===== src/source/immu_config.svh =====
`ifndef IMMU_CONFIG_SVH
`define IMMU_CONFIG_SVH

//////////////////////////////////////////////////////////////////////
// address widths
//////////////////////////////////////////////////////////////////////

`define PC_ADDR_W 16 // fetch pc, steps by 2
`define OUT_ADDR_W 24 // physical fetch address
`define RW 16 // special-register addr/data width

//////////////////////////////////////////////////////////////////////
// page geometry
//////////////////////////////////////////////////////////////////////

`define OFF_W 12 // offset inside a page
`define PAGE_IDX_W 4 // pc bits 15:12 pick the entry
`define PAGE_ENTRIES 16
`define PAGE_RES_SIZE 12 // bit 11 is forced to 1 on lookup
`define SR_ADDR_OFF 16'h100 // page table base in sr space
`define PAGE_DEFAULT_PREFIX 8'h80 // unpaged, non-long mode prefix

`define FETCH_RESET_PC 16'h0000
`define FETCH_QUEUE_DEPTH 4

`endif


===== src/source/immu_pkg.sv =====
`include "immu_config.svh"

package immu_pkg;

    // fetch side addresses
    typedef logic [`PC_ADDR_W-1:0] pc_t;
    typedef logic [`OUT_ADDR_W-1:0] phys_addr_t;
    typedef logic [`OUT_ADDR_W-`PC_ADDR_W-1:0] high_addr_t; // long mode upper byte

    // special-register bus word, used for both address and data
    typedef logic [`RW-1:0] sr_word_t;

    typedef logic [`PAGE_RES_SIZE-1:0] page_entry_t;

    // one translated fetch, as it sits in the queue
    typedef struct packed {
        phys_addr_t addr;
        pc_t pc;
    } fetch_req_t;

endpackage


===== src/source/fetch_queue.sv =====
`timescale 1ns/1ps

`include "immu_config.svh"

module fetch_queue #(
    parameter type payload_t = immu_pkg::fetch_req_t,
    parameter int DEPTH = `FETCH_QUEUE_DEPTH
) (
    input logic i_clk,
    input logic i_rst,

    input logic i_push,
    input payload_t i_data,

    input logic i_pop,
    output payload_t o_data,

    input logic i_flush,

    output logic o_full,
    output logic o_empty
);

    localparam int PTR_W = (DEPTH > 1) ? $clog2(DEPTH) : 1;
    localparam int CNT_W = $clog2(DEPTH + 1);

    payload_t mem [DEPTH];
    logic [PTR_W-1:0] rd_ptr;
    logic [PTR_W-1:0] wr_ptr;
    logic [CNT_W-1:0] count;
    logic do_push;
    logic do_pop;

    assign o_full = (count == DEPTH);
    assign o_empty = (count == 0);
    assign o_data = mem[rd_ptr]; // head is visible before the pop

    assign do_push = i_push && !o_full && !i_flush;
    assign do_pop = i_pop && !o_empty && !i_flush;

    always_ff @(posedge i_clk) begin
        if (do_push) begin
            mem[wr_ptr] <= i_data;
        end
    end

    always_ff @(posedge i_clk) begin
        if (i_rst || i_flush) begin
            rd_ptr <= '0;
            wr_ptr <= '0;
            count <= '0;
        end else begin
            if (do_push) begin
                wr_ptr <= (wr_ptr == PTR_W'(DEPTH - 1)) ? '0 : wr_ptr + 1'b1;
            end
            if (do_pop) begin
                rd_ptr <= (rd_ptr == PTR_W'(DEPTH - 1)) ? '0 : rd_ptr + 1'b1;
            end
            if (do_push && !do_pop) begin
                count <= count + 1'b1;
            end else if (do_pop && !do_push) begin
                count <= count - 1'b1;
            end
        end
    end

    // producer and consumer are expected to watch the levels
    assert property (@(posedge i_clk) disable iff (i_rst) i_push |-> !o_full)
        else $error("fetch_queue: push while full");
    assert property (@(posedge i_clk) disable iff (i_rst) i_pop |-> !o_empty)
        else $error("fetch_queue: pop while empty");

endmodule


===== src/source/fetch_top.sv =====
`timescale 1ns/1ps

`include "immu_config.svh"

module fetch_top (
    input logic i_clk,
    input logic i_rst,

    input logic i_run,
    input logic i_long_mode,
    input logic i_pag_en,
    input immu_pkg::high_addr_t i_long_high_addr,

    input logic i_redirect,
    input immu_pkg::pc_t i_redirect_pc,

    input logic i_sr_we,
    input immu_pkg::sr_word_t i_sr_addr,
    input immu_pkg::sr_word_t i_sr_data,

    input logic i_mem_ready,

    output logic o_mem_rd,
    output immu_pkg::phys_addr_t o_mem_addr,
    output immu_pkg::pc_t o_mem_pc
);

    import immu_pkg::*;

    pc_t pc;
    logic issue;
    phys_addr_t phys_addr;
    logic full;
    logic empty;
    logic pop;
    fetch_req_t push_req;
    fetch_req_t head_req;

    assign push_req = '{addr: phys_addr, pc: pc};

    pc_sequencer u_pc_sequencer (
        .i_clk(i_clk),
        .i_rst(i_rst),
        .i_run(i_run),
        .i_full(full),
        .i_redirect(i_redirect),
        .i_redirect_pc(i_redirect_pc),
        .o_pc(pc),
        .o_issue(issue)
    );

    immu u_immu (
        .i_clk(i_clk),
        .i_rst(i_rst),
        .i_addr(pc),
        .o_addr(phys_addr),
        .i_sr_addr(i_sr_addr),
        .i_sr_data(i_sr_data),
        .i_sr_we(i_sr_we),
        .i_long_high_addr(i_long_high_addr),
        .i_long_mode(i_long_mode),
        .i_pag_en(i_pag_en)
    );

    fetch_queue #(
        .payload_t(fetch_req_t),
        .DEPTH(`FETCH_QUEUE_DEPTH)
    ) u_fetch_queue (
        .i_clk(i_clk),
        .i_rst(i_rst),
        .i_push(issue),
        .i_data(push_req),
        .i_pop(pop),
        .o_data(head_req),
        .i_flush(i_redirect), // redirect drops everything queued
        .o_full(full),
        .o_empty(empty)
    );

    mem_fetch_port u_mem_fetch_port (
        .i_clk(i_clk),
        .i_rst(i_rst),
        .i_empty(empty),
        .i_req_addr(head_req.addr),
        .i_req_pc(head_req.pc),
        .o_pop(pop),
        .i_mem_ready(i_mem_ready),
        .o_mem_rd(o_mem_rd),
        .o_mem_addr(o_mem_addr),
        .o_mem_pc(o_mem_pc)
    );

endmodule


===== src/source/immu.sv =====
`timescale 1ns/1ps

`include "immu_config.svh"

module immu (
    input logic i_clk,
    input logic i_rst,

    input immu_pkg::pc_t i_addr,
    output immu_pkg::phys_addr_t o_addr,

    input immu_pkg::sr_word_t i_sr_addr,
    input immu_pkg::sr_word_t i_sr_data,
    input logic i_sr_we,

    input immu_pkg::high_addr_t i_long_high_addr,
    input logic i_long_mode,

    input logic i_pag_en
);

    import immu_pkg::*;

    logic [`OFF_W-1:0] page_off;
    logic [`PAGE_IDX_W-1:0] page_idx;
    page_entry_t page_table [`PAGE_ENTRIES];
    page_entry_t page_res;

    sr_word_t sr_idx;
    logic sr_in_range;
    logic sr_wr;

    phys_addr_t long_addr;
    phys_addr_t paged_addr;
    phys_addr_t unpaged_addr;

    assign page_off = i_addr[`OFF_W-1:0];
    assign page_idx = i_addr[`OFF_W+`PAGE_IDX_W-1:`OFF_W];

    //////////////////////////////////////////////////////////////////////
    // page table, written from special-register space
    //////////////////////////////////////////////////////////////////////

    assign sr_idx = i_sr_addr - `SR_ADDR_OFF;
    assign sr_in_range = (i_sr_addr >> `PAGE_IDX_W) == (`SR_ADDR_OFF >> `PAGE_IDX_W); // block decode
    assign sr_wr = i_sr_we && sr_in_range;

    always_ff @(posedge i_clk) begin
        if (i_rst) begin
            for (int i = 0; i < `PAGE_ENTRIES; i++) begin
                page_table[i] <= '0;
            end
            page_table[0] <= `PAGE_RES_SIZE'h7fe; // boot pages
            page_table[1] <= `PAGE_RES_SIZE'h7ff;
        end else if (sr_wr) begin
            page_table[sr_idx[`PAGE_IDX_W-1:0]] <= i_sr_data[`PAGE_RES_SIZE-1:0];
        end
    end

    //////////////////////////////////////////////////////////////////////
    // translation
    //////////////////////////////////////////////////////////////////////

    assign page_res = {1'b1, page_table[page_idx][`PAGE_RES_SIZE-2:0]}; // top bit forced

    assign long_addr = {i_long_high_addr, i_addr};
    assign paged_addr = {page_res, page_off};
    assign unpaged_addr = {`PAGE_DEFAULT_PREFIX, i_addr};

    always_comb begin
        if (i_long_mode) begin
            o_addr = long_addr; // long mode wins over paging
        end else if (i_pag_en) begin
            o_addr = paged_addr;
        end else begin
            o_addr = unpaged_addr;
        end
    end

    // the range decode and the table size have to agree
    assert property (@(posedge i_clk) disable iff (i_rst)
        sr_wr |-> (sr_idx < `PAGE_ENTRIES))
        else $error("immu: page table write index %h out of range", sr_idx);

endmodule


===== src/source/mem_fetch_port.sv =====
`timescale 1ns/1ps

module mem_fetch_port (
    input logic i_clk,
    input logic i_rst,

    input logic i_empty,
    input immu_pkg::phys_addr_t i_req_addr,
    input immu_pkg::pc_t i_req_pc,
    output logic o_pop,

    input logic i_mem_ready,

    output logic o_mem_rd,
    output immu_pkg::phys_addr_t o_mem_addr,
    output immu_pkg::pc_t o_mem_pc
);

    import immu_pkg::*;

    logic rd_q;
    phys_addr_t addr_q;
    pc_t pc_q;

    assign o_pop = !i_empty && i_mem_ready; // memory busy holds the queue

    always_ff @(posedge i_clk) begin
        if (i_rst) begin
            rd_q <= 1'b0;
        end else begin
            rd_q <= o_pop; // single cycle strobe per request
        end
    end

    always_ff @(posedge i_clk) begin
        if (o_pop) begin
            addr_q <= i_req_addr;
            pc_q <= i_req_pc;
        end
    end

    assign o_mem_rd = rd_q;
    assign o_mem_addr = addr_q;
    assign o_mem_pc = pc_q;

    //////////////////////////////////////////////////////////////////////
    // a read only follows a cycle where memory was ready
    //////////////////////////////////////////////////////////////////////

    assert property (@(posedge i_clk) disable iff (i_rst) !i_mem_ready |=> !o_mem_rd)
        else $error("mem_fetch_port: read strobe after busy cycle");

endmodule


===== src/source/pc_sequencer.sv =====
`timescale 1ns/1ps

`include "immu_config.svh"

module pc_sequencer (
    input logic i_clk,
    input logic i_rst,

    input logic i_run,
    input logic i_full,

    input logic i_redirect,
    input immu_pkg::pc_t i_redirect_pc,

    output immu_pkg::pc_t o_pc,
    output logic o_issue
);

    import immu_pkg::*;

    pc_t pc_q;

    assign o_pc = pc_q;
    assign o_issue = i_run && !i_full && !i_redirect; // redirect cycle never issues

    always_ff @(posedge i_clk) begin
        if (i_rst) begin
            pc_q <= `FETCH_RESET_PC;
        end else if (i_redirect) begin
            pc_q <= i_redirect_pc;
        end else if (o_issue) begin
            pc_q <= pc_q + pc_t'(2); // one instruction word
        end
    end

    //////////////////////////////////////////////////////////////////////
    // checks
    //////////////////////////////////////////////////////////////////////

    // redirect targets must be word aligned as well
    assert property (@(posedge i_clk) disable iff (i_rst) o_pc[0] == 1'b0)
        else $error("pc_sequencer: odd fetch pc %h", o_pc);

endmodule


===== config.mk =====
export PLATFORM = sky130hd
export DESIGN_NAME = fetch_top
export DESIGN_NICKNAME = d
export VERILOG_FILES = /design/src/source/immu_pkg.sv /design/src/source/fetch_queue.sv /design/src/source/fetch_top.sv /design/src/source/immu.sv /design/src/source/mem_fetch_port.sv /design/src/source/pc_sequencer.sv
export VERILOG_INCLUDE_DIRS = /design/src /design/src/source
export SDC_FILE = /design/constraint.sdc
export NUM_CORES = 1
export LEC_CHECK = 0
export ABC_AREA = 1
export CORE_MARGIN = 5
export CORE_UTILIZATION = 33
export DETAILED_ROUTE_END_ITERATION = 12
export DONT_BUFFER_PORTS = 1
export GPL_ROUTABILITY_DRIVEN = 0
export PLACE_DENSITY = 0.49
export RECOVER_POWER = 100
export SLEW_MARGIN = 20
export SYNTH_ARGS = -nofsm -noshare
export SYNTH_HDL_FRONTEND = slang
export SYNTH_SLANG_ARGS = --single-unit

===== constraint.sdc =====
create_clock -name i_clk -period 4.71 [get_ports i_clk]
set_input_delay 0.942 -clock i_clk [delete_from_list [all_inputs] [get_ports i_clk]]
set_output_delay 0.942 -clock i_clk [all_outputs]
set_load 0.005 [all_outputs]

# After elaboration in Yosys (flattened, before gate mapping)
# Memory sizes are Yosys's and may differ from the RTL's. A register that Yosys moved wholly into a read port is not among the register bits.
# Cells that the tools add are included.
# totals
reg_bits	24
ram_bits	352
inputBits	64
output_inout_bits	41
word_cells	61
mem_count	2
# mem_list
memory	words	width	rd	rd_clocked_by_memory_dff	wr	line_no	rtl
u_immu.page_table	16	12	1	1	16	immu.sv:26	page_entry_t page_table [`PAGE_ENTRIES];
u_fetch_queue.mem	4	40	1	1	1	fetch_queue.sv:27	payload_t mem [DEPTH];
# op_classes
n_addsub	6
eq_ne	4
muxes	22
bitwise	2
reduce_logical	20
# op_table
operator	count
$mux W12	3
$mux W16	2
$mux W24	1
$mux W23	1
$add A16 B2 Y16 const B	1
$eq A12 B5 Y1 const B	1
$mux W4	3
$reduce_or A12 Y1	1
$logic_and A1 B1 Y1	10
$mux W1	8
$mux W3	2
$logic_not A1 Y1	5
$add A2 B1 Y2 const B	2
$eq A2 B2 Y1 const B	2
$mux W2	2
$reduce_bool A2 Y1	2
$sub A4 B1 Y4 const B	1
$add A3 B1 Y3 const B	1
$eq A3 B3 Y1 const B	1
$logic_not A3 Y1	1
$sub A3 B1 Y3 const B	1
$or A1 B1 Y1	2
$logic_or A1 B1 Y1	1

# Depth between registers and ports, before layout
# logic_depth
word_depth	10
ltp_mapped	13
ltp_nobuf	12

# Hierarchy
# A second synthesis with hierarchy kept.
# hier_totals
hier_cells	1541
area_unflattened_um2	17212.8
# modules_own_cells
module	instances	cells_each	area_per_inst_um2	seq_area_each_um2
immu	1	869	8365.5	5285.1
fetch_queue	1	462	6572.6	4984.8
mem_fetch_port	1	45	1241.2	1221.2
pc_sequencer	1	165	1033.5	320.3

# Least setup slack after synthesis
# Ideal clock, no wire load.
# synth_path
path_kind	input to register
start	input i_mem_ready
end	register u_fetch_queue.count[2]
setup_ns	0.119
t_arrival_ns	3.784
t_required_ns	4.591
slack_ns	0.806
cell_stages	11
n_path_buf	0
path_cell_list	inv_1 -> a31oi_1 -> nand2_1 -> ha_1 -> inv_1 -> fa_1 -> nor2_1 -> nor2_1 -> nand2_1 -> o21ai_0 -> a21oi_1
# synth_via
elab_chain_len	6
word_cells_on_any_way	8
classes_between	mux: 1; reduce/logical: 7
# synth_lines
element	line_no	rtl
start: declaration	fetch_top.sv:21	input logic i_mem_ready,
$logic_and A1 B1 Y1 (*)	mem_fetch_port.sv:25	assign o_pop = !i_empty && i_mem_ready;
named net pop	fetch_top.sv:35	logic pop;
$logic_and A1 B1 Y1 (*) (2 in series)	fetch_queue.sv:39	assign do_pop = i_pop && !o_empty && !i_flush;
$logic_not A1 Y1	fetch_queue.sv:59	if (do_push && !do_pop) begin
$logic_and A1 B1 Y1	fetch_queue.sv:59	
$mux W3 / $reduce_bool A2 Y1 (equally long branches)	--	
end signal: assignment	fetch_queue.sv:60	count <= count + 1'b1;
end signal: assignment	fetch_queue.sv:62	count <= count - 1'b1;
end: declaration	fetch_queue.sv:30	logic [CNT_W-1:0] count;
# Mark *: on every way through the listed nets, which the timed path passes. The rest lies on a longest branch.
# A chain may end at the register's enable or synchronous reset.

==> metrics.cfg <==
[sta]
final-hold-violation-count=0
max_slew_margin_pct=-36.12
post-route-min-period_ns=3.475
tightestPinTransition_ns=2.039
finClkSkew_ns=0.02333
final.period_utilization_pct=73.78
drv_slew=82
fmax_mhz=287.8
rsz0062_at_grt=no
setup_viol=0
finalSetupTns_ns=0
finalWorstSetupSlack_ns=1.235

[pwr]
clkPwrFrac_pct=41.3
power.density_nw_per_um2=406.7
leakage_nw=6.225
p_seq_share_pct=52.5
ir_drop_v=0.0002565
switching_share_pct=23.54
combPwrFrac_pct=6.2
switchingPower_mw=1.586
p_int_mw=5.151

[routing]
post-route-drc-count=0
drt-initial-drc-count=689
drtPass1Iterations=5
wirelength_um=38460
via_per_inst=4.834
vias=10036
ant_nets=0
drt-wirelength-per-cell_um=18.53

[clock_network]
post-cts-setup-buffers=0
post_cts_resized=0
clockBufferDepth=3
clockRootBuffer=clkbuf_16
hold_buffers=0
cts.reportedPaths.clkPinSlew_ns=0.06
insertion_delay_ns=0.54
cts.sinks=344
cts_inserted_buffers=38
cts_tree=done
htree_num_levels=2

[synthesis]
synth_nets=1558
yosys_warnings=0
synth_top_area_share_pct=63.23
avgSynthCellArea_um2=10.10
ys_ff_latch=344
synth_area_um2=15010
ys_seq_area_share_pct=66.97
synth_cell_types=27
synth.area.top_cells=edfxtp_1 (63%), nand2_1 (8.3%), nor2_1 (6.9%), nand3_1 (4.3%), dfxtp_1 (3.7%)
syn_inst=1486
yosys.area.top_type=edfxtp_1

[worst_setup_path]
start_kind=input port
critPathLaunch=i_rst
endpoint_kind=flop
critPathCapture=u_immu.page_table[3][7]$_SDFFCE_PN0P_
crit_type=in -> reg
r2r-start=u_fetch_queue.rd_ptr[0]$_SDFFE_PP0P_
r2r_cells=4
critPathMaxFanout=15
r2r_setup_slack_ns=1.44
required_ns=4.89
worst_r2r_endpoint=u_mem_fetch_port.o_mem_addr[22]$_DFFE_PP_
worstPathArrival_ns=3.65

[final_layout]
fillers=4474
drive_gt1_share_pct=4.810
multiInputGateArea_um2=4065
fin_util_pct=36.66
diodes=0
regArea_um2=10050
nNetsFinal=1519
syn2layout_area_growth_pct=10.39
layout_commonest_cell=nand2_1
final_cell_mix=nand2_1 (332), edfxtp_1 (316), nor2_1 (276)

[floorplanning]
core_um2=45190
rows=78
die_h_um=223.3
die_w_um=223.3
fp.dieArea_um2=49840
io_pins=105
start_util_pct=33.21

[place]
pre_cts_slack_ns=1.425
port_buffers=0
hpwl_um=23890

[global_route]
grt_pass1_vias=9998
antenna_found_initial=0
grt.overflow.total=0
grt_pass1_wl_um=58740
grt_start_max_net_pins=61
grt_usage_pct=15.10

[worst_hold_path]
hold_depth=1
hp-class=in -> reg

[run]
maxCapViolCount=2

[outcome]
violations=max-capacitance violations, max-slew violations
outcome=complete, but fails checks

cells in the mapped netlist:
library cell / count
a2111oi_0: 1
o211a_1: 1
clkbuf_1: 55
edfxtp_1: 316
o21ai_0: 92
inv_1: 109
xor2_1: 5
o21a_1: 1
nand2_1: 332
nor3_4: 1
nor2_1: 276
o21ai_1: 5
buf_1: 8
and2_1: 1
nand4_1: 12
fa_1: 1
o211ai_1: 7
nand3_1: 128
a21oi_1: 15
ha_1: 7
o22ai_1: 28
or2_2: 7
dfxtp_1: 28
buf_2: 29
buf_4: 12
inv_2: 4
a31oi_1: 5
layer usage:
layer  vias to the layer above  part of all wire [%]  GRT usage [%]
met4                         0                   2.6          4.565
li1                       4892                     -              -
met1                      4857                    45          20.68
met2                       220                    48          24.79
met5                         -                     0              0
met3                        67                   4.1          2.474
kinds of logic (layout without fill, tap and decap cells):
kind of cell	Yosys count	count (layout)	share of synthesized area [%]
AOI/OAI and AO/OA	155	155	5.636
buffers and inverters	217	207	5.970
and+or+nand+nor	757	757	20.42
xor gates and xnor gates	5	5	0.2918
adders and majority gates	8	8	0.7170
DFF	344	344	66.97
cell type report:
type | count | share of cell area (%)
clock buffer | 56 | 6.208
clock inverter | 13 | 0.6949
multi-input combinational | 925 | 24.54
tap | 600 | 4.532
timing repair buffer | 25 | 0.7704
sequential | 344 | 60.69
inverter | 113 | 2.560
power by group through the flow:
stage	Sequential (mW)	Combinational (mW)	Clock [mW]
CTS	3.54	0.429	2.85
global placement	3.60	0.422	0
detailed placement	3.60	0.428	0
floorplan	3.57	0.300	0
global route	3.55	0.473	2.97
finish	3.53	0.421	2.78
worst max-delay path, cell delays in order:
cell and delay, ns:
inv_1 0.09, nand3_1 0.08, nor2_1 0.09, nand2_1 0.19, nor3_1 1.08, nand2_1 0.60, nand2_1 0.57
how the worst min path moves through the flow:
stage,start,end,slack [ns]
floorplan,u_pc_sequencer.o_pc[0]$_SDFFE_PP0P_,u_fetch_queue.mem[0][16]$_DFFE_PP_,0.45
global placement,u_fetch_queue.wr_ptr[1]$_SDFFE_PP0P_,u_fetch_queue.wr_ptr[1]$_SDFFE_PP0P_,0.52
detailed placement,u_fetch_queue.wr_ptr[1]$_SDFFE_PP0P_,u_fetch_queue.wr_ptr[1]$_SDFFE_PP0P_,0.53
CTS,i_rst,u_pc_sequencer.o_pc[5]$_SDFFE_PP0N_,0.45
global route,i_rst,u_pc_sequencer.o_pc[8]$_SDFFE_PP0N_,0.45
finish,i_rst,u_pc_sequencer.o_pc[5]$_SDFFE_PP0N_,0.48
per-stage QoR:
stage / cell area [um2] / hold WS, ns / total power [mW] / std cells
after floorplan: 15010 / 0.4548 / 3.865 / 1486
after global placement: 15500 / 0.5208 / 4.017 / 2007
after detailed placement: 15500 / 0.5300 / 4.028 / 2007
after CTS: 16650 / 0.4513 / 6.810 / 2076
after global routing: 16570 / 0.4536 / 6.986 / 2076
final: 16570 / 0.4778 / 6.737 / 2076
sequential cells by signal, summed over array words and instances, names as in the netlist, named ones only:
| signal | cells |
|---|---|
| u_fetch_queue.count | 3 |
| u_fetch_queue.mem | 112 |
| u_fetch_queue.rd_ptr | 2 |
| u_fetch_queue.wr_ptr | 2 |
| u_immu.page_table | 176 |
| u_mem_fetch_port.o_mem_addr | 24 |
| u_mem_fetch_port.o_mem_pc | 4 |
| u_mem_fetch_port.o_mem_rd | 1 |
| u_pc_sequencer.o_pc | 16 |
(Power assumes the default switching activity.)
